## config.mk

```make
export PLATFORM = sky130hd
export DESIGN_NAME = l2_read_port
export DESIGN_NICKNAME = d
export VERILOG_FILES = /design/src/source/l2_pkg.sv /design/src/source/l2_read_port.sv
export SDC_FILE = /design/constraint.sdc
export NUM_CORES = 1
export LEC_CHECK = 0
export BUFFER_PORTS_ARGS = -buffer_cell sky130_fd_sc_hd__buf_4
export CORE_AREA = 4 4 74 76
export DETAILED_ROUTE_END_ITERATION = 12
export DIE_AREA = 0 0 78 80
export GPL_TIMING_DRIVEN = 0
export PLACE_DENSITY = 0.86
export SYNTH_ARGS = -nofsm -noshare
export SYNTH_HDL_FRONTEND = slang
export SYNTH_SLANG_ARGS = --single-unit
```

## constraint.sdc

```tcl
create_clock -name CLK -period 2.5 [get_ports CLK]
set_clock_uncertainty 0.1 [all_clocks]
set_input_delay 0.25 -clock CLK [delete_from_list [all_inputs] [get_ports CLK]]
set_output_delay 0.25 -clock CLK [all_outputs]
set_load 0.02 [all_outputs]
```

## src/source/l2_pkg.sv

```systemverilog
/*
 * L2 cache shared definitions
 * Geometry, vector types, request structs and the controller states
 */

`default_nettype none

package l2_pkg;

	// Line and set geometry
	localparam int BEAT_W        = 64;
	localparam int LINE_BEATS    = 16;
	localparam int WAYS          = 4;
	localparam int SETS          = 32;
	localparam int LINE_LSB      = 7;
	localparam int SET_W         = 5;
	localparam int WAY_W         = 2;
	localparam int BEAT_IDX_W    = 4;
	localparam int TAG_W         = 20;
	// Memory refill is always a full line
	localparam int MEM_BURST_LEN = 15;

	typedef logic [31:0]           addr_t;
	typedef logic [BEAT_W-1:0]     beat_t;
	typedef logic [TAG_W-1:0]      tag_t;
	typedef logic [SET_W-1:0]      set_idx_t;
	typedef logic [WAY_W-1:0]      way_idx_t;
	typedef logic [WAYS-1:0]       way_mask_t;
	typedef logic [BEAT_IDX_W-1:0] beat_idx_t;
	typedef logic [7:0]            burst_len_t;

	// First-level read request, len is beats minus one
	typedef struct packed {
		addr_t      addr;
		burst_len_t len;
	} rd_req_t;

	// One beat location in the data array
	typedef struct packed {
		way_idx_t  way;
		set_idx_t  set;
		beat_idx_t beat;
	} array_addr_t;

	typedef enum logic [2:0] {
		L2C_CFREE,
		L2C_CKTAG,
		L2C_FLASH,
		L2C_RSPIR,
		L2C_FENCE
	} l2_state_e;

endpackage

`default_nettype wire

```

## src/source/l2_read_port.sv

```systemverilog
/*
 * L2 cache first-level read responder
 * Streams an incrementing burst out of the data array
 */

`timescale 1ns/1ps
`default_nettype none

module l2_read_port import l2_pkg::*; (
	input  logic        CLK,
	input  logic        rst_n,
	input  logic        rsp_start,
	input  rd_req_t     req,
	input  way_idx_t    hit_way,
	output array_addr_t rd_loc,
	input  beat_t       rd_data,
	output logic        r_valid,
	input  logic        r_ready,
	output beat_t       r_data,
	output logic        r_last,
	output logic        rsp_done
);

	way_idx_t   way_q;
	set_idx_t   set_q;
	beat_idx_t  beat_q;
	burst_len_t len_q;
	burst_len_t cnt_q;
	logic       beat_hs;

	assign beat_hs = r_valid & r_ready;
	// Final beat once the count reaches len
	assign r_last  = r_valid & (cnt_q == len_q);

	// Burst origin, beat index steps per handshake
	always_ff @(posedge CLK) begin
		if (rsp_start) begin
			way_q  <= hit_way;
			set_q  <= req.addr[LINE_LSB +: SET_W];
			beat_q <= req.addr[LINE_LSB-1 -: BEAT_IDX_W];
			len_q  <= req.len;
		end else if (beat_hs) begin
			beat_q <= beat_q + 1'b1;
		end
	end

	always_ff @(posedge CLK) begin
		if (!rst_n) begin
			r_valid <= 1'b0;
			cnt_q   <= '0;
		end else if (rsp_start) begin
			r_valid <= 1'b1;
			cnt_q   <= '0;
		end else if (beat_hs) begin
			if (r_last) begin
				r_valid <= 1'b0;
			end else begin
				cnt_q <= cnt_q + 1'b1;
			end
		end
	end

	// Array is quiet during a response, so data holds under back-pressure
	assign rd_loc   = '{way: way_q, set: set_q, beat: beat_q};
	assign r_data   = rd_data;
	assign rsp_done = beat_hs & r_last;

endmodule

`default_nettype wire

```

==> impl_metrics.yaml <==
outcome:
  status: "finished, final reports clean"
clock_tree:
  cts_buffer_depth: 2
  root_buffer: "clkbuf_8"
  htreeDepth: 1
  clock_latency_ns: 0.28
  numClockSinks: 28
  cts_tree: "yes"
  clkSlewWorstSetupHoldPaths_ns: 0.09
  cts_buffers: 3
  hold_buffers: 0
routing:
  ant_nets: 0
  drt-pass1-iter-count: 4
  vias: 1412
  wire_per_inst_um: 13.82
  drc: 0
  routed_wl_mm: 4.644
  routed_via_density: 4.202
  drt_iter0_drc: 13
global_routing:
  grt_max_degree: 17
  grtUsageTotal: 0.1309
  grt_pass1_wl_mm: 6.492
  grt_pass1_vias: 1320
  overflow: 0
  antenna_found_initial: 0
power:
  p_sw_frac: 0.2813
  seq_power_share: 0.472
  p_clk_frac: 0.214
  irDropWorstVdd_mv: 0.4132
  combinationalPowerShare: 0.314
  p_per_area_mw_per_mm2: 441.3
  p_int_w: 0.0008281
  switchingPower_w: 0.0003241
  p_leak_nw: 1.265
setup_path:
  critPathTopFamily: "simple AND/OR/NAND/NOR gates"
  cp_cell_sequence: "xor2_1 -> nor4_4 -> and2_1 -> and3_1 -> buf_4"
  crit_buf_inv: 1
  endpoint: "rsp_done"
  start_kind: "flop"
  r2r_slack_ns: 0.85
  rr_startpoint: "cnt_q[0]$_SDFFE_PP0P_"
  crit_start: "cnt_q[0]$_SDFFE_PP0P_"
  arrival_ns: 1.88
  cp_max_fo: 9
  crit_type: "reg -> out"
  path_depth: 5
  worst-r2r-cell-count: 4
  required_ns: 2.15
  critPathCaptureType: "output pin"
  reg2reg_to: "cnt_q[5]$_SDFFE_PP0P_"
  cp_slowest_cell: "nor4_4"
  max_stage_delay_ns: 0.50
placed_design:
  place_area_mm2: 0.002549
  routabilityCongestion: 0.7915
  hpwl_mm: 3.984
  portBuffers: 100
timing:
  hold_viol: 0
  worst_pin_slew_ns: 0.5054
  max_freq_mhz: 448.7
  max_slew_margin: 0.6606
  setup_viol: 0
  fin_setup_tns_ns: 0
  finalCriticalPeriod_ns: 2.229
  finalCritPeriodShare: 0.8914
  drv_slew: 0
  grt_setup_unrepaired: "false"
yosys:
  syn-num-nets: 277
  synthDistinctLibCells: 22
  synth_largest_area_cell: "edfxtp_1"
  yosysTopAreaCellShare: 0.3328
  synthFlopType: "edfxtp_1"
  yosys-top-cells-area: "edfxtp_1 33%, buf_4 28%, dfxtp_1 11%, mux2i_1 4.7%, xor2_1 4.6%"
  synth_edf_count: 19
  netlist_area_mm2: 0.001714
  synth_seq_cells: 28
  yosysSeqAreaShare: 0.4380
  synth.avg_cell_area_um2: 10.39
  synthArstFlopShare: 0
  synth.most_common_cell: "buf_4"
  netlist_instances: 165
  synth_common_cells: "64 x buf_4, 19 x edfxtp_1, 15 x nand2_1"
  yosys_warnings: 0
finish:
  diodes: 0
  finalInstanceArea_mm2: 0.002611
  layout-drive-gt1-share: 0.6357
  fin_util: 0.5528
  final_nets: 382
  area_delta_synth_final_pct: 52.34
floorplan:
  die_w_um: 78
  coreArea_mm2: 0.004723
  rows: 25
  start_util: 0.3629
  die_h_um: 80
  dieArea_mm2: 0.006240
  ios: 188
flow_run:
  drv_cap: 0
hold_path:
  holdCritPathClass: "in -> reg"
  whs_path_depth: 1
==> sequential cells by signal, summed over array words and instances, names as in the netlist <==
signal   cells
len_q        8
r_valid      1
way_q        2
set_q        5
beat_q       4
cnt_q        8
==> timing repair <==
action	in CTS	in global routing
buffers inserted	0	0
gates resized for setup	0	2
setup endpoints to repair	0	1
==> through the flow <==
stage / instances / total power, W / worst slack [ns] / hold WS [ns]
after floorplan: 165 / 0.0007623 / 0.5874 / 0.2489
after global placement: 332 / 0.0009074 / 0.4009 / 0.3279
after detailed placement: 332 / 0.0009150 / 0.3736 / 0.3295
after CTS: 336 / 0.001157 / 0.05632 / 0.03779
after global routing: 336 / 0.001201 / 0.1532 / 0.03310
final: 336 / 0.001152 / 0.2714 / 0.04198
==> power groups by stage <==
stage	Combinational [W]	Clock, W	Sequential (W)
3_3_place_gp	0.000354	0	0.000553
2_1_floorplan	0.000187	0	0.000575
4_1_cts	0.000361	0.000251	0.000545
3_5_place_dp	0.000360	0	0.000555
6_report	0.000362	0.000247	0.000544
5_1_grt	0.000385	0.000269	0.000547
==> worst register-to-register path, cell delays in order (launching register included) <==
cell and delay [ns]:
dfxtp_1 0.45, xor2_1 0.14, nor4_4 0.51, a211oi_1 0.18, mux2i_1 0.16
==> how the worst min path moves through the flow <==
| stage | startpoint | to | slack (ns) |
|---|---|---|---|
| 6_report | req[6] | len_q[6]$_DFFE_PP_ | 0.04 |
| 5_1_grt | req[18] | set_q[3]$_DFFE_PP_ | 0.03 |
| 4_1_cts | req[6] | len_q[6]$_DFFE_PP_ | 0.04 |
| 3_5_place_dp | hit_way[0] | way_q[0]$_DFFE_PP_ | 0.33 |
| 3_3_place_gp | hit_way[0] | way_q[0]$_DFFE_PP_ | 0.33 |
| 2_1_floorplan | req[0] | len_q[0]$_DFFE_PP_ | 0.25 |
==> final cells by class <==
type                            count  area, um^2
Clock inverter                      1       3.754
Tap cell                           67       83.83
Timing Repair Buffer              100       750.7
Multi-Input combinational cell     70       489.2
Inverter                            1       3.754
Sequential cell                    28       750.7
Clock buffer                        3       41.29
Buffer                             66       488.0
Fill cell                         429        2112
==> cells by family (layout without fill, tap and decap cells) <==
group	after synthesis	in the layout	share of synthesized area
buffers and inverters	67	171	0.2869
and+or+nand+nor	37	37	0.1153
DFF	28	28	0.4380
AOI/OAI and AO/OA	12	12	0.04088
xor gates and xnor gates	10	10	0.05110
muxes	9	9	0.05329
adders and majority gates	2	2	0.01460
==> routing by layer <==
layer | GRT usage | vias to the layer above | share of wire
met4 | 0.02622 | 0 | 0.0071
met3 | 0.06321 | 3 | 0.14
met5 | 0 | - | 0
met1 | 0.1149 | 628 | 0.29
li1 | - | 697 | -
met2 | 0.2654 | 84 | 0.56
==> layout by cell type (no fill, tap or decap), drive strengths merged, types with 2 or more instances in the layout <==
| cell type | synthesis | routed |
|---|---|---|
| nand2 | 15 | 15 |
| ha | 2 | 2 |
| nand3 | 7 | 7 |
| dfxtp | 9 | 9 |
| clkbuf | 2 | 5 |
| o21ai | 4 | 4 |
| edfxtp | 19 | 19 |
| and3 | 4 | 4 |
| nor4 | 2 | 2 |
| a21oi | 5 | 5 |
| a211oi | 2 | 2 |
| xor2 | 9 | 9 |
| buf | 64 | 164 |
| mux2i | 8 | 8 |
| nand2b | 7 | 7 |
Note: power is estimated with default switching activity, not from simulation.
