==> src/source/l2_pkg.sv <==
/*
 * L2 cache shared definitions
 * Geometry, vector types, request structs and the controller states
 */

`default_nettype none

package l2_pkg;

	// Line and set geometry
	localparam int BEAT_W        = 64;
	localparam int LINE_BEATS    = 16;
	localparam int WAYS          = 4;
	localparam int SETS          = 32;
	localparam int LINE_LSB      = 7;
	localparam int SET_W         = 5;
	localparam int WAY_W         = 2;
	localparam int BEAT_IDX_W    = 4;
	localparam int TAG_W         = 20;
	// Memory refill is always a full line
	localparam int MEM_BURST_LEN = 15;

	typedef logic [31:0]           addr_t;
	typedef logic [BEAT_W-1:0]     beat_t;
	typedef logic [TAG_W-1:0]      tag_t;
	typedef logic [SET_W-1:0]      set_idx_t;
	typedef logic [WAY_W-1:0]      way_idx_t;
	typedef logic [WAYS-1:0]       way_mask_t;
	typedef logic [BEAT_IDX_W-1:0] beat_idx_t;
	typedef logic [7:0]            burst_len_t;

	// First-level read request, len is beats minus one
	typedef struct packed {
		addr_t      addr;
		burst_len_t len;
	} rd_req_t;

	// One beat location in the data array
	typedef struct packed {
		way_idx_t  way;
		set_idx_t  set;
		beat_idx_t beat;
	} array_addr_t;

	typedef enum logic [2:0] {
		L2C_CFREE,
		L2C_CKTAG,
		L2C_FLASH,
		L2C_RSPIR,
		L2C_FENCE
	} l2_state_e;

endpackage

`default_nettype wire

==> src/source/l2_refill.sv <==
/*
 * L2 cache line refill
 * Fetches one line from memory and writes it into the data array
 */

`timescale 1ns/1ps
`default_nettype none

module l2_refill import l2_pkg::*; (
	input  logic        CLK,
	input  logic        rst_n,
	input  logic        fill_start,
	input  addr_t       line_addr,
	input  way_idx_t    victim_way,
	output logic        mem_ar_valid,
	input  logic        mem_ar_ready,
	output addr_t       mem_ar_addr,
	input  logic        mem_r_valid,
	input  beat_t       mem_r_data,
	input  logic        mem_r_last,
	output logic        mem_r_ready,
	output logic        wr_en,
	output array_addr_t wr_loc,
	output beat_t       wr_data,
	output logic        fill_done
);

	addr_t     line_q;
	way_idx_t  way_q;
	beat_idx_t beat_q;
	logic      last_beat;

	// Accepted memory beat
	assign wr_en = mem_r_valid & mem_r_ready;
	// End on mem_r_last, or after a full line at the latest
	assign last_beat = mem_r_last | (beat_q == beat_idx_t'(MEM_BURST_LEN));

	// Line address and way, held for the whole burst
	always_ff @(posedge CLK) begin
		if (fill_start) begin
			line_q <= {line_addr[31:LINE_LSB], {LINE_LSB{1'b0}}};
			way_q  <= victim_way;
		end
	end

	always_ff @(posedge CLK) begin
		if (!rst_n) begin
			mem_ar_valid <= 1'b0;
			mem_r_ready  <= 1'b0;
			beat_q       <= '0;
		end else begin
			if (fill_start) begin
				mem_ar_valid <= 1'b1;
				beat_q       <= '0;
			end else if (mem_ar_valid && mem_ar_ready) begin
				// Address taken, open the data channel
				mem_ar_valid <= 1'b0;
				mem_r_ready  <= 1'b1;
			end else if (wr_en) begin
				beat_q <= beat_q + 1'b1;
				if (last_beat) begin
					mem_r_ready <= 1'b0;
				end
			end
		end
	end

	assign mem_ar_addr = line_q;
	assign wr_loc      = '{way: way_q, set: line_q[LINE_LSB +: SET_W], beat: beat_q};
	assign wr_data     = mem_r_data;
	assign fill_done   = wr_en & last_beat;

endmodule

`default_nettype wire

==> config.mk <==
export PLATFORM = sky130hd
export DESIGN_NAME = l2_refill
export DESIGN_NICKNAME = d
export VERILOG_FILES = /design/src/source/l2_pkg.sv /design/src/source/l2_refill.sv
export SDC_FILE = /design/constraint.sdc
export NUM_CORES = 1
export LEC_CHECK = 0
export BUFFER_PORTS_ARGS = -buffer_cell sky130_fd_sc_hd__buf_2
export CAP_MARGIN = 20
export CORE_MARGIN = 5
export CORE_UTILIZATION = 25
export CTS_CLUSTER_SIZE = 24
export DETAILED_ROUTE_END_ITERATION = 8
export HOLD_SLACK_MARGIN = 0.08
export PLACE_DENSITY = 0.66
export SLEW_MARGIN = 25
export SYNTH_ARGS = -nofsm -noshare
export SYNTH_HDL_FRONTEND = slang
export SYNTH_SLANG_ARGS = --single-unit
export TNS_END_PERCENT = 5
==> constraint.sdc <==
create_clock -name CLK -period 2.8 [get_ports CLK]
set_clock_uncertainty 0.1 [all_clocks]
set_input_delay 0.28 -clock CLK [delete_from_list [all_inputs] [get_ports CLK]]
set_output_delay 0.28 -clock CLK [all_outputs]
set_load 0.1 [all_outputs]
==> reports/summary.md <==
The flow ran to the end, and the final reports show no timing, DRC or antenna violations. In the post-synthesis netlist, the cell with the most instances is buf_4. The critical path class is reg -> out. Across all layers, the routed design uses 1007 vias.

TritonCTS built the clock tree. Achievable clock frequency: 533.0 MHz. Headroom to the max-slew limit came out at 57.35%. The number of enable flip-flop cells after synthesis is 27.

After synthesis the cells add up to 0.001674 mm2. OpenSTA, run right after detailed placement, puts the worst setup slack at 1216 ps. By area the synthesized netlist is led by edfxtp_1 48%, buf_4 34%, dfxtp_1 7.2%, a21oi_1 1.2%, o31ai_1 0.90%. Global routing finished with a remaining overflow of 0. The met3 track demand over resource is 5.810%, and the horizontal extent of the die is 91.83 um. Post-CTS timing repair inserted 0 buffers for setup. Clock-pin slew was measured on the worst setup and hold paths at 60 ps. The number of gates resized after CTS is 0, and the H-tree depth reported by CTS is 2. The maximum net fanout on the critical path came out at 5. In the synthesized netlist, the number of instances is 137. The largest net degree at the start of global routing was 32; the remaining antenna violation count after routing was 0.

The number of buffers added by the clock tree synthesis step was 5; the placed wire-length estimate was 2794 um. In the final layout, the share of cells above drive strength 1 is 48.28%. The final cycle utilization of the critical path was 67.01%. The met2 track demand over resource was 14.30%; the share of Yosys cell area claimed by the top area cell type was 48.43%. The later-pin clock latency in the skew report was 270 ps; the register area share after synthesis was 55.61%.

The average size of a mapped cell was 12.22 um2; the number of max-cap violations was 0. Data on the critical path is required at its endpoint by 2420 ps. Input and output buffers added on the ports amount to 72.

The tools report the number of fillers in the final layout as 636. The worst setup path is launched from a flip-flop. The time the worst path needs with I/O delays and setup is 1876 ps.

The number of placed instances, taps included, is 216. The first global-routing pass estimated 5616 um of wire. The most utilized layer in the global route result is met2.

After the flow finishes, the layout carries non-filler instances totaling 251. After floorplanning, the core was divided into 29 placement rows. The floorplan step defined a die boundary enclosing 0.008433 mm2.

The run gives 1.440 mW as the overall power. The pin slew with the least headroom to its limit is 639.8 ps. The cell sitting at the root of the clock tree is a clkbuf_8.

Walking the worst path, the cells encountered are ha_1 > a31oi_1 > nor2_2 > buf_2. In this run the vertical extent of the chip is 91.83 um. For this run, the leading register cell type out of synthesis is edfxtp_1. The final net count came out at 278.

After synthesis, the netlist uses 22 different library cells. STA classifies the critical path endpoint as an output pin. By count the netlist is led by 76 x buf_4, 27 x edfxtp_1, 6 x dfxtp_1, 4 x a21oi_1. Setup violations remaining at the end of the flow were counted as 0. The tools report the number of diodes as 0. The number of clock sinks was 33.

The total wire length is 3821 um. No sink is reached through more buffers than the 2 on the longest clock path. The synthesized design contains 33 register bits.

On the final layout, the worst hold slack is 163.8 ps. The delay of the slowest cell on the worst path is 430 ps. In the routed layout, each cell is associated on average with a via count of 4.012. The number of global-route vias before repair was 1023; the worst endpoint data arrival time was 1500 ps. 215 I/O pins were placed. The pre-antenna-repair detailed-routing pass consisted of 2 iterations. For this design, the CTS-stage hold fixing added 27 buffers. The run gives 16 as the initial DRC count. During synthesis, Yosys emitted a total of 0 warnings.

Setup repair after global routing left no endpoint under its margin. In the routed design, unresolved DRC markers number 0. After detailed routing, the average wire length per cell comes to 15.22 um.

The post-route setup TNS was 0 ps; the power per cell area was 732.6 mW/mm2. IR analysis of the VDD net gives a maximum drop of 0.2774 mV. Summed over all instances, the cell type with the most area after synthesis is edfxtp_1.

The run gives 0 as the final number of hold-violating endpoints. The tightest min-delay check is of the in -> reg type. The run gives 0 as the initial antenna violation count.

At the end of routability-driven placement, the weighted congestion stood at 0.7104. The total area inside the core boundary comes to 0.006422 mm2. The final count of pins violating max slew was 0.

From synthesis to final layout, the design area changed by 17.41%. For this run, asynchronously set or reset flops after synthesis account for 0%. The slowest stage of the critical path is the buf_2 cell. For this design the static power due to leakage is 0.8487 nW. The worst path meets setup with 923.8 ps of slack. Once the floorplan was initialized, standard cells occupied 26.07% of the core.

The aggregate global-route resource usage was 8.673%; the global routing usage on met1 was 7.164%.
layout by cell type, fill, tap and decap left out, drive strengths merged:
cell type,n
dlygate4sd3,27
and2,1
nor2b,1
inv,2
a21oi,4
clkinvlp,1
clkinv,1
nand2b,1
or3,1
nand3,2
or4,2
dfxtp,6
buf,72
edfxtp,27
a31oi,1
ha,1
clkbuf,5
o221a,1
o21a,1
nor2,2
nand2,2
bufinv,1
o21ai,2
nand3b,1
o31ai,2
conb,7
critical path, delay by kind of cell (launching register included):
family	cells	cell delay [ps]
AOI/OAI and AO/OA	1	130
DFF	1	380
and+or+nand+nor	1	100
adders and majority gates	1	180
buffers and inverters	1	430
kinds of logic (layout without fill, tap and decap cells):
family | Yosys count | count (layout) | share of synthesized area, %
AOI/OAI and AO/OA | 11 | 11 | 4.186
adders and majority gates | 1 | 1 | 0.7473
buffers and inverters | 78 | 109 | 34.53
DFF | 33 | 33 | 55.61
other | 1 | 7 | 0.2240
and+or+nand+nor | 13 | 13 | 4.709
registers in the layout, indices dropped and copies added, names as in the netlist:
register and flops:
mem_ar_valid 1, mem_ar_addr 25, way_q 2, beat_q 4, mem_r_ready 1
final cells by class:
cell class | count | area (um2) | share of cell area (%)
well taps | 77 | 96.34 | 4.901
inverters | 2 | 7.507 | 0.3819
clock buffers | 5 | 68.82 | 3.501
repair buffers | 99 | 630.6 | 32.08
flip-flops and latches | 33 | 930.9 | 47.36
multi-input cells | 32 | 190.2 | 9.675
clock inverters | 3 | 41.29 | 2.101
power by group:
part / switching, mW / internal, mW
clock: 0.168 / 0.262
sequential: 0.00925 / 0.567
combinational: 0.365 / 0.0688
path summary, 6_finish.rpt:
kind | startpoint | cells after the start | endpoint | slack, ps
worst max register to register | beat_q[0]$_SDFFE_PP0P_ | 4 | beat_q[2]$_SDFFE_PP0P_ | 1390
worst max-delay path | beat_q[0]$_SDFFE_PP0P_ | 4 | fill_done | 920
worst min register to register | beat_q[3]$_SDFFE_PP0P_ | 2 | beat_q[3]$_SDFFE_PP0P_ | 400
worst min-delay path | rst_n | 2 | mem_ar_valid$_SDFFE_PN0P_ | 160
per-layer routing:
| metal | routed length (um) | up-vias |
|---|---|---|
| li1 | - | 451 |
| met1 | 1181 | 444 |
| met2 | 1790 | 83 |
| met3 | 602 | 29 |
| met4 | 246 | 0 |
| met5 | 0 | - |
metrics by stage:
| step | area, um2 | utilization, % |
|---|---|---|
| CTS | 1966 | 30.61 |
| global placement | 1585 | 24.68 |
| global route | 1966 | 30.61 |
| finish | 1966 | 30.61 |
| floorplan | 1699 | - |
| detailed placement | 1585 | 24.68 |
Power figures use the tool's default switching activity.
