[src/source/l2_pkg.sv]
/*
 * L2 cache shared definitions
 * Geometry, vector types, request structs and the controller states
 */

`default_nettype none

package l2_pkg;

	// Line and set geometry
	localparam int BEAT_W        = 64;
	localparam int LINE_BEATS    = 16;
	localparam int WAYS          = 4;
	localparam int SETS          = 32;
	localparam int LINE_LSB      = 7;
	localparam int SET_W         = 5;
	localparam int WAY_W         = 2;
	localparam int BEAT_IDX_W    = 4;
	localparam int TAG_W         = 20;
	// Memory refill is always a full line
	localparam int MEM_BURST_LEN = 15;

	typedef logic [31:0]           addr_t;
	typedef logic [BEAT_W-1:0]     beat_t;
	typedef logic [TAG_W-1:0]      tag_t;
	typedef logic [SET_W-1:0]      set_idx_t;
	typedef logic [WAY_W-1:0]      way_idx_t;
	typedef logic [WAYS-1:0]       way_mask_t;
	typedef logic [BEAT_IDX_W-1:0] beat_idx_t;
	typedef logic [7:0]            burst_len_t;

	// First-level read request, len is beats minus one
	typedef struct packed {
		addr_t      addr;
		burst_len_t len;
	} rd_req_t;

	// One beat location in the data array
	typedef struct packed {
		way_idx_t  way;
		set_idx_t  set;
		beat_idx_t beat;
	} array_addr_t;

	typedef enum logic [2:0] {
		L2C_CFREE,
		L2C_CKTAG,
		L2C_FLASH,
		L2C_RSPIR,
		L2C_FENCE
	} l2_state_e;

endpackage

`default_nettype wire

[src/source/l2_tag_store.sv]
/*
 * L2 cache tag store
 * Tags and valid bits per way and set, hit detection and victim choice
 */

`timescale 1ns/1ps
`default_nettype none

module l2_tag_store import l2_pkg::*; (
	input  logic     CLK,
	input  logic     rst_n,
	input  addr_t    lookup_addr,
	input  logic     fill_start,
	input  logic     fence_clear,
	output logic     hit,
	output way_idx_t hit_way,
	output way_idx_t victim_way
);

	tag_t            tag_q [WAYS][SETS];
	logic [SETS-1:0] valid_q [WAYS];
	logic [15:0]     lfsr_q;
	set_idx_t        set_sel;
	tag_t            tag_sel;
	way_mask_t       hit_mask;
	way_mask_t       valid_mask;

	// Address split into tag and set
	assign set_sel = lookup_addr[LINE_LSB +: SET_W];
	assign tag_sel = lookup_addr[31 -: TAG_W];

	// Compare all ways of the selected set
	always_comb begin
		for (int w = 0; w < WAYS; w++) begin
			valid_mask[w] = valid_q[w][set_sel];
			hit_mask[w]   = valid_q[w][set_sel] & (tag_q[w][set_sel] == tag_sel);
		end
	end

	assign hit = |hit_mask;

	// Descending scan leaves the lowest matching way
	always_comb begin
		hit_way = '0;
		// Full set falls back to the pseudo-random way
		victim_way = way_idx_t'(lfsr_q[WAY_W-1:0]);
		for (int w = WAYS - 1; w >= 0; w--) begin
			if (hit_mask[w]) begin
				hit_way = way_idx_t'(w);
			end
			if (!valid_mask[w]) begin
				victim_way = way_idx_t'(w);
			end
		end
	end

	// Free-running 16-bit LFSR, taps 16 14 13 11
	always_ff @(posedge CLK) begin
		if (!rst_n) begin
			lfsr_q <= 16'h0001;
		end else begin
			lfsr_q <= {lfsr_q[14:0], lfsr_q[15] ^ lfsr_q[13] ^ lfsr_q[12] ^ lfsr_q[10]};
		end
	end

	// Valid bits, fence clears every line
	always_ff @(posedge CLK) begin
		if (!rst_n || fence_clear) begin
			for (int w = 0; w < WAYS; w++) begin
				valid_q[w] <= '0;
			end
		end else if (fill_start) begin
			valid_q[victim_way][set_sel] <= 1'b1;
		end
	end

	// New tag goes into the victim way
	always_ff @(posedge CLK) begin
		if (fill_start) begin
			tag_q[victim_way][set_sel] <= tag_sel;
		end
	end

endmodule

`default_nettype wire

[config.mk]
export PLATFORM = sky130hd
export DESIGN_NAME = l2_tag_store
export DESIGN_NICKNAME = d
export VERILOG_FILES = /design/src/source/l2_pkg.sv /design/src/source/l2_tag_store.sv
export SDC_FILE = /design/constraint.sdc
export NUM_CORES = 2
export LEC_CHECK = 0
export CAP_MARGIN = 20
export CORE_UTILIZATION = 55
export CTS_CLUSTER_SIZE = 10
export DETAILED_ROUTE_END_ITERATION = 6
export DONT_BUFFER_PORTS = 1
export PLACE_DENSITY_LB_ADDON = 0.25
export SKIP_LAST_GASP = 1
export SYNTH_ARGS = -nofsm -noshare
export SYNTH_HDL_FRONTEND = slang
export SYNTH_SLANG_ARGS = --single-unit
[constraint.sdc]
create_clock -name CLK -period 5.4 [get_ports CLK]
set_input_delay 0.54 -clock CLK [delete_from_list [all_inputs] [get_ports CLK]]
set_output_delay 0.54 -clock CLK [all_outputs]
set_load 0.05 [all_outputs]
==> metrics.md <==
| Metric | Value |
|---|---|
| Mapped Nets | 5232 |
| Final setup viols | 1 |
| Fin. Hold Viols | 0 |
| GR Util All Layers | between 20% and 30% |
| Fill count | approximately 13000 |
| IO Count | 41 |
| Routability cong. | between 0.7 and 0.8 |
| Vias per inst | about 6.8 |
| Skew-Pair Late Insertion Delay | 0.95 ns |
| CTS Root Cell | clkbuf_16 |
| Via count of the first global-routing pass | around 53000 |
| Final setup margin | -0.01650 ns |
| Hold Path End | tag_q[2][419]$_DFFE_PP_ |
| Relative slew slack | 25.17% |
| Multi-input gate area | 0.02208 sq mm |
| Port buffer count | 0 |
| Routed WL per cell | approximately 36 um |
| WP data required | around 4.9 ns |
| Die area | ~0.19 sq mm |
| Pwr dens | 370.1 mW/mm^2 |
| Largest net degree at the start of global routing | ~950 |
| Final Max Tran Viols | 0 |
| Clock Sinks | 2704 |
| GR Overflow Total | 0 |
| Area Overhead vs Synth | 12.61% |
| Setup bufs post-CTS | 0 |
| CTS max path bufs | 4 |
| FF-to-FF End | tag_q[1][203]$_DFFE_PP_ |
| Synth Area per Inst | 20.11 sq um |
| Area contributors post-synth | edfxtp_1 (77%), mux4_2 (8.6%), mux2i_1 (5.2%), o22ai_1 (1.6%), a22oi_1 (1.4%) |
| Met2 WL | 136.0 mm |
| CTS clk-pin slew, worst paths | 0.05 ns |
| Seq/Total Area, Yosys | 77.55% |
| Count leader, synth | edfxtp_1 |
| Antenna-violating nets left | 0 |
| Failing checks | DRC, setup timing |
| Metal-1 WL | approximately 110 mm |
| Share of cells above drive strength 1 | 21.25% |
| Row count | 159 |
| Die Y-Extent | 437.9 um |
| R2r worst-path depth | 11 |
| Maxcap violations | 0 |
| Antenna violations before repair | 8 |
| Layout Cells excl Fill | 7971 |
| Worst-margin pin slew | 1.113 ns |
| Yosys warns | 0 |
| Final period util | 100.3% |
| WS Path Type | in -> out |
| Die W | 437.9 um |
| WP data arrival | 4.88 ns |
| Num CTS Buffers | 321 |
| Placed cell count | around 7600 |
| TritonRoute pass-1 iters | 7 |
| 1st-iter DRT viols | 8593 |
| Top-area cell type share of the netlist area | 77.24% |
| Post-DP HPWL | ~130 mm |
| Starting Density | 55.52% |
| Post-synth cell types | roughly 50 |
| H-tree levels | 5 |
| Drt total wl | 287.0 mm |
| Finished Cell Area | 0.1177 sq mm |
| Min-Delay Path Class | in -> reg |
| R2R setup slack | 1.72 ns |
| Most frequent cells after synthesis | edfxtp_1 (2688), mux2i_1 (544), mux4_2 (400) |
| WL met3 | approximately 34 mm |
| DRC violations left | 2 |
| Top sig layer | met5 |
| Status | finished, violations left |
| First-pass GRT wire length | around 400 mm |
| Hold Path Depth | 1 |
| EDFF count, synth | 2688 |
| CTS tree | built |
| Core region area | 0.1882 sq mm |
| Setup_tns | -0.01650 ns |
| Crit. End Element | primary output |
| CP max FO | 106 |
| Fmax | approximately 180 MHz |
| Register bit count reported by yosys | 2704 |
| Primary FF master, synth | edfxtp_1 |
| R2R Path Start | valid_q[3][11]$_DFFE_PP_ |
| Syn Std Cell Area | 0.1045 sq mm |
| Synth async-reset ratio | 0% |
| Startpoint Class | input pin |
| Clock Skew | 0.03827 ns |
| Register area | 0.08104 sq mm |
| Total number of vias | 54580 |
| Synthesized instance count | 5196 |
| Net count, final | about 5500 |
| Leakage power | 38.14 nW |
| Post-DP Area | around 0.11 sq mm |
| Cell taking the most area after synthesis | edfxtp_1 |
| Hold path startpoint | lookup_addr[31] |
| Dpl ws | -0.09087 ns |
| Peak supply drop | 0.4384 mV |
| Fin crit period | 5.417 ns |
## cell usage in the layout, fill, tap and decap left out, types with 4 or more instances in the layout
| master | count |
|---|---|
| clkbuf_1 | 26 |
| and2_1 | 15 |
| nand3_1 | 5 |
| or2_2 | 5 |
| buf_12 | 24 |
| and3_1 | 6 |
| and4_1 | 4 |
| xor2_1 | 38 |
| o22ai_1 | 272 |
| or4_1 | 6 |
| nor4_2 | 4 |
| mux2i_1 | 544 |
| clkbuf_16 | 338 |
| o21ai_0 | 76 |
| nand2b_1 | 5 |
| a21oi_1 | 62 |
| mux4_2 | 400 |
| o21ai_1 | 20 |
| xnor2_1 | 37 |
| inv_6 | 4 |
| nor3b_4 | 4 |
| a22oi_1 | 197 |
| dfxtp_1 | 16 |
| nor4_1 | 73 |
| nand4bb_2 | 5 |
| buf_16 | 29 |
| edfxtp_1 | 2688 |
| nor2_1 | 75 |
| buf_4 | 198 |
| nand4_1 | 57 |
| nand2_1 | 64 |
| nor2_2 | 128 |
## registers in the layout, summed over array words and instances, names as in the netlist
register	count
lfsr_q	16
tag_q	2560
valid_q	128
## power by group
group	total [mW]	leakage [nW]	internal, mW	switching, mW
clock network	18.3	4.10	10.7	7.55
registers	23.2	24.6	23.2	0.0281
logic	2.05	9.48	0.729	1.32
## cell families after synthesis
kind of cell / after synthesis / synth area share [%]
and+or+nand+nor: 486 / 2.386
DFF: 2704 / 77.55
xor gates and xnor gates: 75 / 0.6286
AOI/OAI and AO/OA: 637 / 3.871
buffers and inverters: 350 / 1.731
muxes: 944 / 13.83
## worst max path at each step
stage | from | to | slack [ns] | depth (start not counted)
2_1_floorplan | lookup_addr[8] | tag_q[2][240]$_DFFE_PP_ | 0.85 | 11
3_3_place_gp | lookup_addr[7] | hit_way[0] | -0.14 | 13
3_5_place_dp | lookup_addr[7] | hit_way[0] | -0.09 | 13
4_1_cts | lookup_addr[7] | hit_way[0] | 0.04 | 13
5_1_grt | lookup_addr[8] | hit_way[0] | -0.005 | 13
6_report | lookup_addr[8] | hit_way[0] | -0.02 | 13
## stage by stage
| step | power, mW | utilization, % | hold slack [ns] |
|---|---|---|---|
| 2_1_floorplan | 24.83 | - | 0.4118 |
| 3_3_place_gp | 24.98 | 57.50 | 0.4181 |
| 3_5_place_dp | 25.01 | 57.50 | 0.4204 |
| 4_1_cts | 43.39 | 62.24 | 0.02731 |
| 5_1_grt | 44.58 | 62.52 | 0.01989 |
| 6_report | 43.55 | 62.53 | 0.02329 |
## cell type report
class	instances	area share, %
repair buffers	264	2.601
clock inverters	6	0.05954
flip-flops and latches	2704	68.87
well taps	2495	2.653
diodes	3	0.006380
inverters	4	0.01276
multi-input cells	2142	18.76
clock buffers	353	7.037
## worst max-delay path, cell delays in order
cell     delay [ns]
buf_16         0.41
buf_16         0.47
mux4_2         0.40
a22oi_1        0.53
nand4_1        0.21
xor2_1         0.20
nor4_1         0.33
nand4_1        0.30
nor4_2         0.44
a31oi_1        0.07
nor2_1         0.25
buf_4          0.16
buf_4          0.18
## layer usage
metal,vias to the layer above,GRT usage (%)
li1,21840,-
met1,28630,40.81
met2,3575,45.43
met3,523,7.005
met4,8,10.63
met5,-,0
## what timing repair did
item                                    CTS  global route
hold buffers                             22             0
cloned                                    0            11
endpoints found under the hold margin  2592             0
gates resized for setup                   1             0
setup endpoints to repair                 1             5
No activity file was read; power rests on OpenSTA's default activity.
