File: config.mk
export PLATFORM = sky130hd
export DESIGN_NAME = l2_ctrl
export DESIGN_NICKNAME = d
export VERILOG_FILES = /design/src/source/l2_pkg.sv /design/src/source/l2_ctrl.sv
export SDC_FILE = /design/constraint.sdc
export NUM_CORES = 1
export LEC_CHECK = 0
export BUFFER_PORTS_ARGS = -buffer_cell sky130_fd_sc_hd__clkbuf_2
export CORE_AREA = 2 2 39 41
export DETAILED_ROUTE_END_ITERATION = 16
export DIE_AREA = 0 0 41 43
export GPL_TIMING_DRIVEN = 0
export SLEW_MARGIN = 20
export SYNTH_ARGS = -nofsm -noshare
export SYNTH_HDL_FRONTEND = slang
export SYNTH_SLANG_ARGS = --single-unit
File: constraint.sdc
create_clock -name CLK -period 1.4 [get_ports CLK]
set_clock_uncertainty 0.2 [all_clocks]
set_input_delay 0.07 -clock CLK [delete_from_list [all_inputs] [get_ports CLK]]
set_output_delay 0.07 -clock CLK [all_outputs]
set_load 0.05 [all_outputs]
File: src/source/l2_pkg.sv
/*
 * L2 cache shared definitions
 * Geometry, vector types, request structs and the controller states
 */

`default_nettype none

package l2_pkg;

	// Line and set geometry
	localparam int BEAT_W        = 64;
	localparam int LINE_BEATS    = 16;
	localparam int WAYS          = 4;
	localparam int SETS          = 32;
	localparam int LINE_LSB      = 7;
	localparam int SET_W         = 5;
	localparam int WAY_W         = 2;
	localparam int BEAT_IDX_W    = 4;
	localparam int TAG_W         = 20;
	// Memory refill is always a full line
	localparam int MEM_BURST_LEN = 15;

	typedef logic [31:0]           addr_t;
	typedef logic [BEAT_W-1:0]     beat_t;
	typedef logic [TAG_W-1:0]      tag_t;
	typedef logic [SET_W-1:0]      set_idx_t;
	typedef logic [WAY_W-1:0]      way_idx_t;
	typedef logic [WAYS-1:0]       way_mask_t;
	typedef logic [BEAT_IDX_W-1:0] beat_idx_t;
	typedef logic [7:0]            burst_len_t;

	// First-level read request, len is beats minus one
	typedef struct packed {
		addr_t      addr;
		burst_len_t len;
	} rd_req_t;

	// One beat location in the data array
	typedef struct packed {
		way_idx_t  way;
		set_idx_t  set;
		beat_idx_t beat;
	} array_addr_t;

	typedef enum logic [2:0] {
		L2C_CFREE,
		L2C_CKTAG,
		L2C_FLASH,
		L2C_RSPIR,
		L2C_FENCE
	} l2_state_e;

endpackage

`default_nettype wire

File: src/source/l2_ctrl.sv
/*
 * L2 cache controller
 * Sequences tag check, line refill, read response and fence
 */

`timescale 1ns/1ps
`default_nettype none

module l2_ctrl import l2_pkg::*; (
	input  logic CLK,
	input  logic rst_n,
	input  logic ar_valid,
	input  logic l2c_fence,
	input  logic hit,
	input  logic fill_done,
	input  logic rsp_done,
	output logic ar_ready,
	output logic fill_start,
	output logic rsp_start,
	output logic fence_clear
);

	l2_state_e state_q;
	l2_state_e state_d;
	logic      fence_pend_q;
	// Accept pulse, shared by ar_ready and rsp_start
	logic      grant_q;
	logic      fill_q;

	always_comb begin
		state_d = state_q;
		case (state_q)
			L2C_CFREE: begin
				// Fence wins over a waiting request
				if (fence_pend_q) begin
					state_d = L2C_FENCE;
				end else if (ar_valid) begin
					state_d = L2C_CKTAG;
				end
			end
			L2C_CKTAG: begin
				state_d = hit ? L2C_RSPIR : L2C_FLASH;
			end
			L2C_FLASH: begin
				// Check again once the line is in
				if (fill_done) begin
					state_d = L2C_CKTAG;
				end
			end
			L2C_RSPIR: begin
				if (rsp_done) begin
					state_d = L2C_CFREE;
				end
			end
			L2C_FENCE: begin
				state_d = L2C_CFREE;
			end
			default: begin
				state_d = L2C_CFREE;
			end
		endcase
	end

	always_ff @(posedge CLK) begin
		if (!rst_n) begin
			state_q      <= L2C_CFREE;
			fence_pend_q <= 1'b0;
			grant_q      <= 1'b0;
			fill_q       <= 1'b0;
		end else begin
			state_q      <= state_d;
			// Remember a fence until the FENCE state takes it
			fence_pend_q <= l2c_fence | (fence_pend_q & (state_q != L2C_FENCE));
			grant_q      <= (state_q == L2C_CKTAG) & hit;
			fill_q       <= (state_q == L2C_CKTAG) & ~hit;
		end
	end

	assign ar_ready    = grant_q;
	assign rsp_start   = grant_q;
	assign fill_start  = fill_q;
	assign fence_clear = (state_q == L2C_FENCE);

endmodule

`default_nettype wire

==> metrics.txt, run 1 <==
Worst setup startpoint=state_q[1]$_SDFFE_PN0P_; worst hold path class=reg -> reg; root buf cell=clkbuf_4; Residual DRC=0; CP endpoint=fence_clear; largest net degree at the start of global routing=10; antenna-violating nets left=0; Slew @ Worst Pin=approximately 0.28 ns; core outline area=1380 um2; H-tree level count=1; synthesized cell area=265 um2; Syn. warnings=0; first drt pass iteration count=4; Post-CTS Setup Bufs=0; Via-to-Cell Ratio=4.00; Post-Synth XOR/XNOR Area=0; gr usage total=0.0752; drt wl/cell=8.11 um; met1 Use GR=0.0897; Sink Count=6; vias in the first global route=208; Tcrit/Tclk final=0.951; GRT Max-Usage Layer=met3; Worst Reg-to-Reg Cells=4; Final Hold Fails=0; WL final=511 um; Clk pin slew, worst setup/hold paths=0.04 ns; FP Rows=14; area grow syn2layout=65.1%; Worst Path Arrival=between 1 and 1.5 ns; final setup violation count=0; R2R Setup Slk=a little under 0.3 ns; Worst EP required=approximately 1.1 ns; top-area cell type share of the netlist area=0.453; Post-Syn Nets=35; clk_lat worst skew=0.24 ns; CTS tree=yes; fin. max-slew vios=0; Slew headroom=0.817; R2R Path End=state_q[0]$_SDFFE_PN0P_; initial DRC count=3; register area share after synthesis=0.453; Yosys top cell by area=dfxtp_1; GR Layer Usage met2=0.0906; WHS=roughly 0.29 ns; run status=completed; cts bufs inserted=3; Clock Path Buffers=2; Boundary Pins=11; dpl hpwl=~370 um; Period minus WS final=roughly 1.3 ns; Via Count=252; Die Wd=41 um; top post-synthesis cells by area=dfxtp_1 45%, a221oi_2 5.7%, nand2b_1 4.7%, buf_6 4.2%, nor3_1 3.8%; Nets=56; Non-Filler Instances=63; Critical Path Sink Type=output pin; synth unique cells=18; fin util=0.316; CP Launch Type=flop; RR Startpoint=state_q[1]$_SDFFE_PN0P_; share of layout cells above drive strength 1=0.404; ant diodes=0; Final TNS setup=0 ns; Yosys reg bits=6; Max rail drop VDD=0.682 mV; Adder-Cell Fraction of Synth Area=0; first-pass GRT wire length=821 um; grt met3 use=0.0942; Pwr Density=1260 nW/um2; CP Class=reg -> out; maxcap violations=0; fmax=751 MHz; leakage power=0.193 nW; final global-route overflow total=0; Initial Util=0.192; post-synthesis compound-gate area fraction=0.203; initial antenna violation count=0; largest family of logic cells by synthesized area=simple AND/OR/NAND/NOR gates; simple-gate share of the synthesized area=0.245; multiplexer share of the synthesized area=0; largest fanout on the critical path=9; unrepaired setup endpoints after global routing=no; port bufs=10; GP Congestion=0.756; post-synthesis cell count=28; die height=about 43 um; syn avg cell area=9.47 um2; die area=1760 um2; Inst Count DP=54
through the flow:
step           setup WS [ns]  instance area [um2]  total power [W]
5_1_grt               0.0143                  438         0.000596
3_3_place_gp           0.116                  335         0.000361
2_1_floorplan          0.236                  265         0.000329
6_report              0.0688                  438         0.000550
3_5_place_dp           0.115                  335         0.000362
4_1_cts               0.0332                  435         0.000554
Yosys cell counts:
master	count
o21ai_0	2
nand3b_1	1
nand2b_1	2
a221oi_2	1
nor4b_1	1
nor3b_1	1
o2bb2ai_1	1
nand2_1	1
buf_4	1
inv_1	2
nor3_1	2
and2_2	1
buf_6	1
a21boi_0	1
nor2_1	2
dfxtp_1	6
o21a_1	1
a21oi_1	1
logic make-up (layout without fill, tap and decap cells):
family,Yosys count,count (layout)
AND/OR/NAND/NOR,11,11
AO/OA/AOI/OAI,7,7
buffers and inverters,4,23
flip-flops,6,6
cells in the final DEF, fill, tap and decap left out:
cell / Yosys / layout
a221oi_2: 1 / 1
inv_1: 2 / 2
nor2_1: 2 / 1
nand2b_1: 2 / 2
buf_6: 1 / 1
nor3b_1: 1 / 1
dfxtp_2: 0 / 1
clkbuf_2: 0 / 9
buf_4: 1 / 1
and2_4: 0 / 1
buf_8: 0 / 1
o21a_1: 1 / 1
o2bb2ai_1: 1 / 1
nand3b_1: 1 / 1
a21boi_0: 1 / 1
o21ai_0: 2 / 2
nor2_4: 0 / 1
dlygate4sd3_1: 0 / 6
dfxtp_1: 6 / 5
nand2_1: 1 / 1
a21oi_1: 1 / 1
nor4b_1: 1 / 1
nor3_1: 2 / 2
clkbuf_4: 0 / 3
state kept, by name (all words and copies together) (netlist names):
register and count:
fence_pend_q 1, ar_ready 1, state_q 3, fill_start 1
worst min path at each step:
stage / end / cells past startpoint / start / slack [ns]
global route: state_q[2]$_SDFFE_PN0P_ / 1 / fence_pend_q$_SDFF_PN0_ / 0.31
CTS: state_q[2]$_SDFFE_PN0P_ / 1 / fence_pend_q$_SDFF_PN0_ / 0.29
detailed placement: fill_start$_SDFF_PN0_ / 2 / hit / 0.07
finish: state_q[2]$_SDFFE_PN0P_ / 1 / fence_pend_q$_SDFF_PN0_ / 0.29
global placement: fill_start$_SDFF_PN0_ / 2 / hit / 0.07
floorplan: fill_start$_SDFF_PN0_ / 1 / hit / -0.05
worst max-delay path, stage by stage (launching register included):
cell and delay (ns):
dfxtp_1 0.30, buf_6 0.13, nor2_4 0.10, and2_4 0.16, buf_8 0.13
per-layer routing:
| layer | vias up | part of all wire |
|---|---|---|
| li1 | 140 | - |
| met1 | 101 | 0.46 |
| met2 | 11 | 0.44 |
| met3 | 0 | 0.096 |
| met4 | 0 | 0 |
| met5 | - | 0 |
where the power goes:
group | switching (W) | total, W | internal, W
combinational | 0.0000945 | 0.000177 | 0.0000829
clock | 0.0000543 | 0.000151 | 0.0000964
sequential | 0.0000243 | 0.000222 | 0.000198
area by class of cell:
class | count | area, um2
inverter | 2 | 7.51
multi-input combinational | 18 | 128
clock buffer | 3 | 22.5
timing repair buffer | 16 | 120
sequential | 6 | 121
buffer | 2 | 18.8
fill | 148 | 946
tap | 16 | 20.0
timing repair:
| item | in CTS | in global routing |
|---|---|---|
| endpoints found under the setup margin | 1 | 1 |
| hold endpoints to repair | 6 | 0 |
| hold buffers | 6 | 0 |
| resized for setup | 5 | 2 |
Note: power is estimated with default switching activity, not from simulation.
==> run 2, diff against run 1 <==
--- a/config.mk
+++ b/config.mk
@@ -7,6 +7,7 @@
 export LEC_CHECK = 0
 export BUFFER_PORTS_ARGS = -buffer_cell sky130_fd_sc_hd__clkbuf_2
 export CORE_AREA = 2 2 39 41
+export CTS_CLUSTER_DIAMETER = 150
 export DETAILED_ROUTE_END_ITERATION = 16
 export DIE_AREA = 0 0 41 43
 export GPL_TIMING_DRIVEN = 0
==> constraint.sdc (replaced) <==
create_clock -name CLK -period 1.3 [get_ports CLK]
set_clock_uncertainty 0.2 [all_clocks]
set_input_delay 0.065 -clock CLK [delete_from_list [all_inputs] [get_ports CLK]]
set_output_delay 0.065 -clock CLK [all_outputs]
set_load 0.05 [all_outputs]
==> metrics.txt, run 2 (synthesis gave the netlist of run 1 again) <==
unrepaired setup endpoints after global routing=yes; initial DRC count=5 (+2); cts bufs inserted=3 (unchanged); Slowest-stage cell, CP=dfxtp_4; FP Rows=14 (unchanged); Max rail drop VDD=0.781 mV (+15%); run status=completed; Nets=58 (+3.6%); port bufs=10 (unchanged); initial antenna violation count=0 (unchanged); WL final=563 um (+10%); Slew headroom=0.817 (unchanged); Top reg by flops=state_q; Die Wd=41 um (unchanged); net switching power=0.000195 W (+12%); fin. max-slew vios=0 (unchanged); largest fanout on the critical path=5 (-4); Period minus WS final=1.28 ns; Via Count=267 (+6.0%); fmax=781 MHz; dpl hpwl=375 um (unchanged); die height=43 um (unchanged); sw frac=0.309 (-0.00598); first drt pass iteration count=4 (unchanged); Worst setup startpoint=state_q[0]$_SDFFE_PN0P_; root buf cell=clkbuf_4; Clk pin slew, worst setup/hold paths=0.04 ns (about the same); Sequential Area=125 um2 (+3.1%); ant diodes=0 (unchanged); core outline area=1380 um2 (unchanged); leakage power=0.206 nW (+6.8%); Seq pwr share=0.390 (-0.014); Worst EP required=1.03 ns (-0.10 ns); fin util=0.335 (+0.0181); Via-to-Cell Ratio=4.11 (+2.7%); Worst path max stage delay=0.36 ns (+0.06 ns); worst hold path class=reg -> reg; Pwr Density=1360 nW/um2 (+8.4%); Comb power frac=0.352 (+0.030); pre-CTS WS=0.0201 ns (-0.0950 ns); Final TNS setup=0 ns (unchanged); Placed Area=335 um2 (unchanged); RR Startpoint=state_q[0]$_SDFFE_PN0P_; antenna-violating nets left=0 (unchanged); multi-input combinational cell area=128 um2 (unchanged); most common cell after layout, fill and taps aside=clkbuf_2; final global-route overflow total=0 (unchanged); max reg flops=3 (unchanged); maxcap violations=0 (unchanged); clk_lat worst skew=0.24 ns (about the same); # fillers=147 (-0.68%); die area=1760 um2 (unchanged); GP Congestion=0.756 (unchanged); Sink Count=6 (unchanged); Residual DRC=0 (unchanged); final setup violation count=0 (unchanged); fin area=463 um2 (+5.7%); largest net degree at the start of global routing=9 (-1); clock group share of total power=0.258 (-0.016); CP Launch Type=flop; Final Hold Fails=0 (unchanged); first-pass GRT wire length=883 um (+7.6%); post-layout total power=0.000630 W (+15%); Slew @ Worst Pin=0.275 ns (unchanged); share of layout cells above drive strength 1=0.449 (+0.0447); Boundary Pins=11 (unchanged); most frequent cells in the layout=9 x clkbuf_2, 6 x dlygate4sd3_1, 4 x buf_4, 4 x dfxtp_1, 3 x clkbuf_4; Int Pwr=0.000436 W (+16%); Clock Path Buffers=2 (unchanged); CP Class=reg -> out; Worst Path Arrival=1.02 ns (-0.04 ns); H-tree level count=1 (unchanged); Critical Path Sink Type=output pin; crit path cell chain=nor2_4 -> and2_4 -> clkbuf_16; gr usage total=0.0792 (+0.00401); worst hold start=state_q[0]$_SDFFE_PN0P_; CTS tree=yes; Tcrit/Tclk final=0.985; drt wl/cell=8.66 um (+6.8%); Initial Util=0.192 (unchanged); Final WS setup=0.0200 ns (-0.0488 ns); vias in the first global route=224 (+7.7%); area grow syn2layout=74.5%
==> run 2: changes by cell type in the layout (fill, tap and decap cells not counted), sizes merged <==
cell	before	now
clkbuf	12	13
buf	3	4
==> run 2: power groups by stage <==
stage / Combinational [W] / Sequential (W) / Clock (W)
2_1_floorplan: 0.000106 / 0.000248 / 0
3_3_place_gp: 0.000156 / 0.000234 / 0
3_5_place_dp: 0.000156 / 0.000233 / 0
4_1_cts: 0.000220 / 0.000238 / 0.000174
5_1_grt: 0.000243 / 0.000247 / 0.000189
6_report: 0.000222 / 0.000246 / 0.000163
==> run 2: area by class of cell <==
cell class,count,share of cell area
repair buffers,19,0.330
multi-input cells,18,0.276
flip-flops and latches,6,0.270
clock buffers,3,0.0486
well taps,16,0.0432
plain buffers,1,0.0162
inverters,2,0.0162
==> run 2: path summary, 6_finish.rpt <==
kind / endpoint / slack (ns) / cells after the start
worst min-delay path: state_q[2]$_SDFFE_PN0P_ / 0.29 / 1
worst max-delay path: fence_clear / 0.02 / 3
worst max register to register: state_q[0]$_SDFFE_PN0P_ / 0.14 / 4
worst min register to register: state_q[2]$_SDFFE_PN0P_ / 0.29 / 1
==> run 2: what timing repair did <==
action | 4_1_cts | 5_1_grt
hold buffers | 6 | 0
endpoints found under the setup margin | 1 | 1
pin swaps | 2 | 1
gates resized for setup | 7 | 2
setup buffers | 2 | 1
endpoints found under the hold margin | 6 | 0
==> run 2: worst max-delay path, delay by kind of cell, from the launching register on <==
| kind | cells | cell delay (ns) |
|---|---|---|
| buf+inv | 1 | 0.15 |
| simple gates | 2 | 0.27 |
| flops | 1 | 0.36 |
==> run 2: metal layers <==
layer  vias to the layer above  part of all wire  track usage  routed length [um]
li1                        141                 -            -                   -
met1                       117              0.46       0.0962                 259
met2                         9              0.46       0.0969                 258
met3                         0             0.080       0.0942                  45
met4                         0                 0            0                   0
met5                         -                 0            0                   0
==> run 2: metrics by stage <==
| step | cells | hold WS, ns |
|---|---|---|
| finish | 65 | 0.287 |
| global route | 65 | 0.301 |
| CTS | 65 | 0.293 |
| detailed placement | 54 | 0.0668 |
| global placement | 54 | 0.0678 |
| floorplan | 28 | -0.0582 |
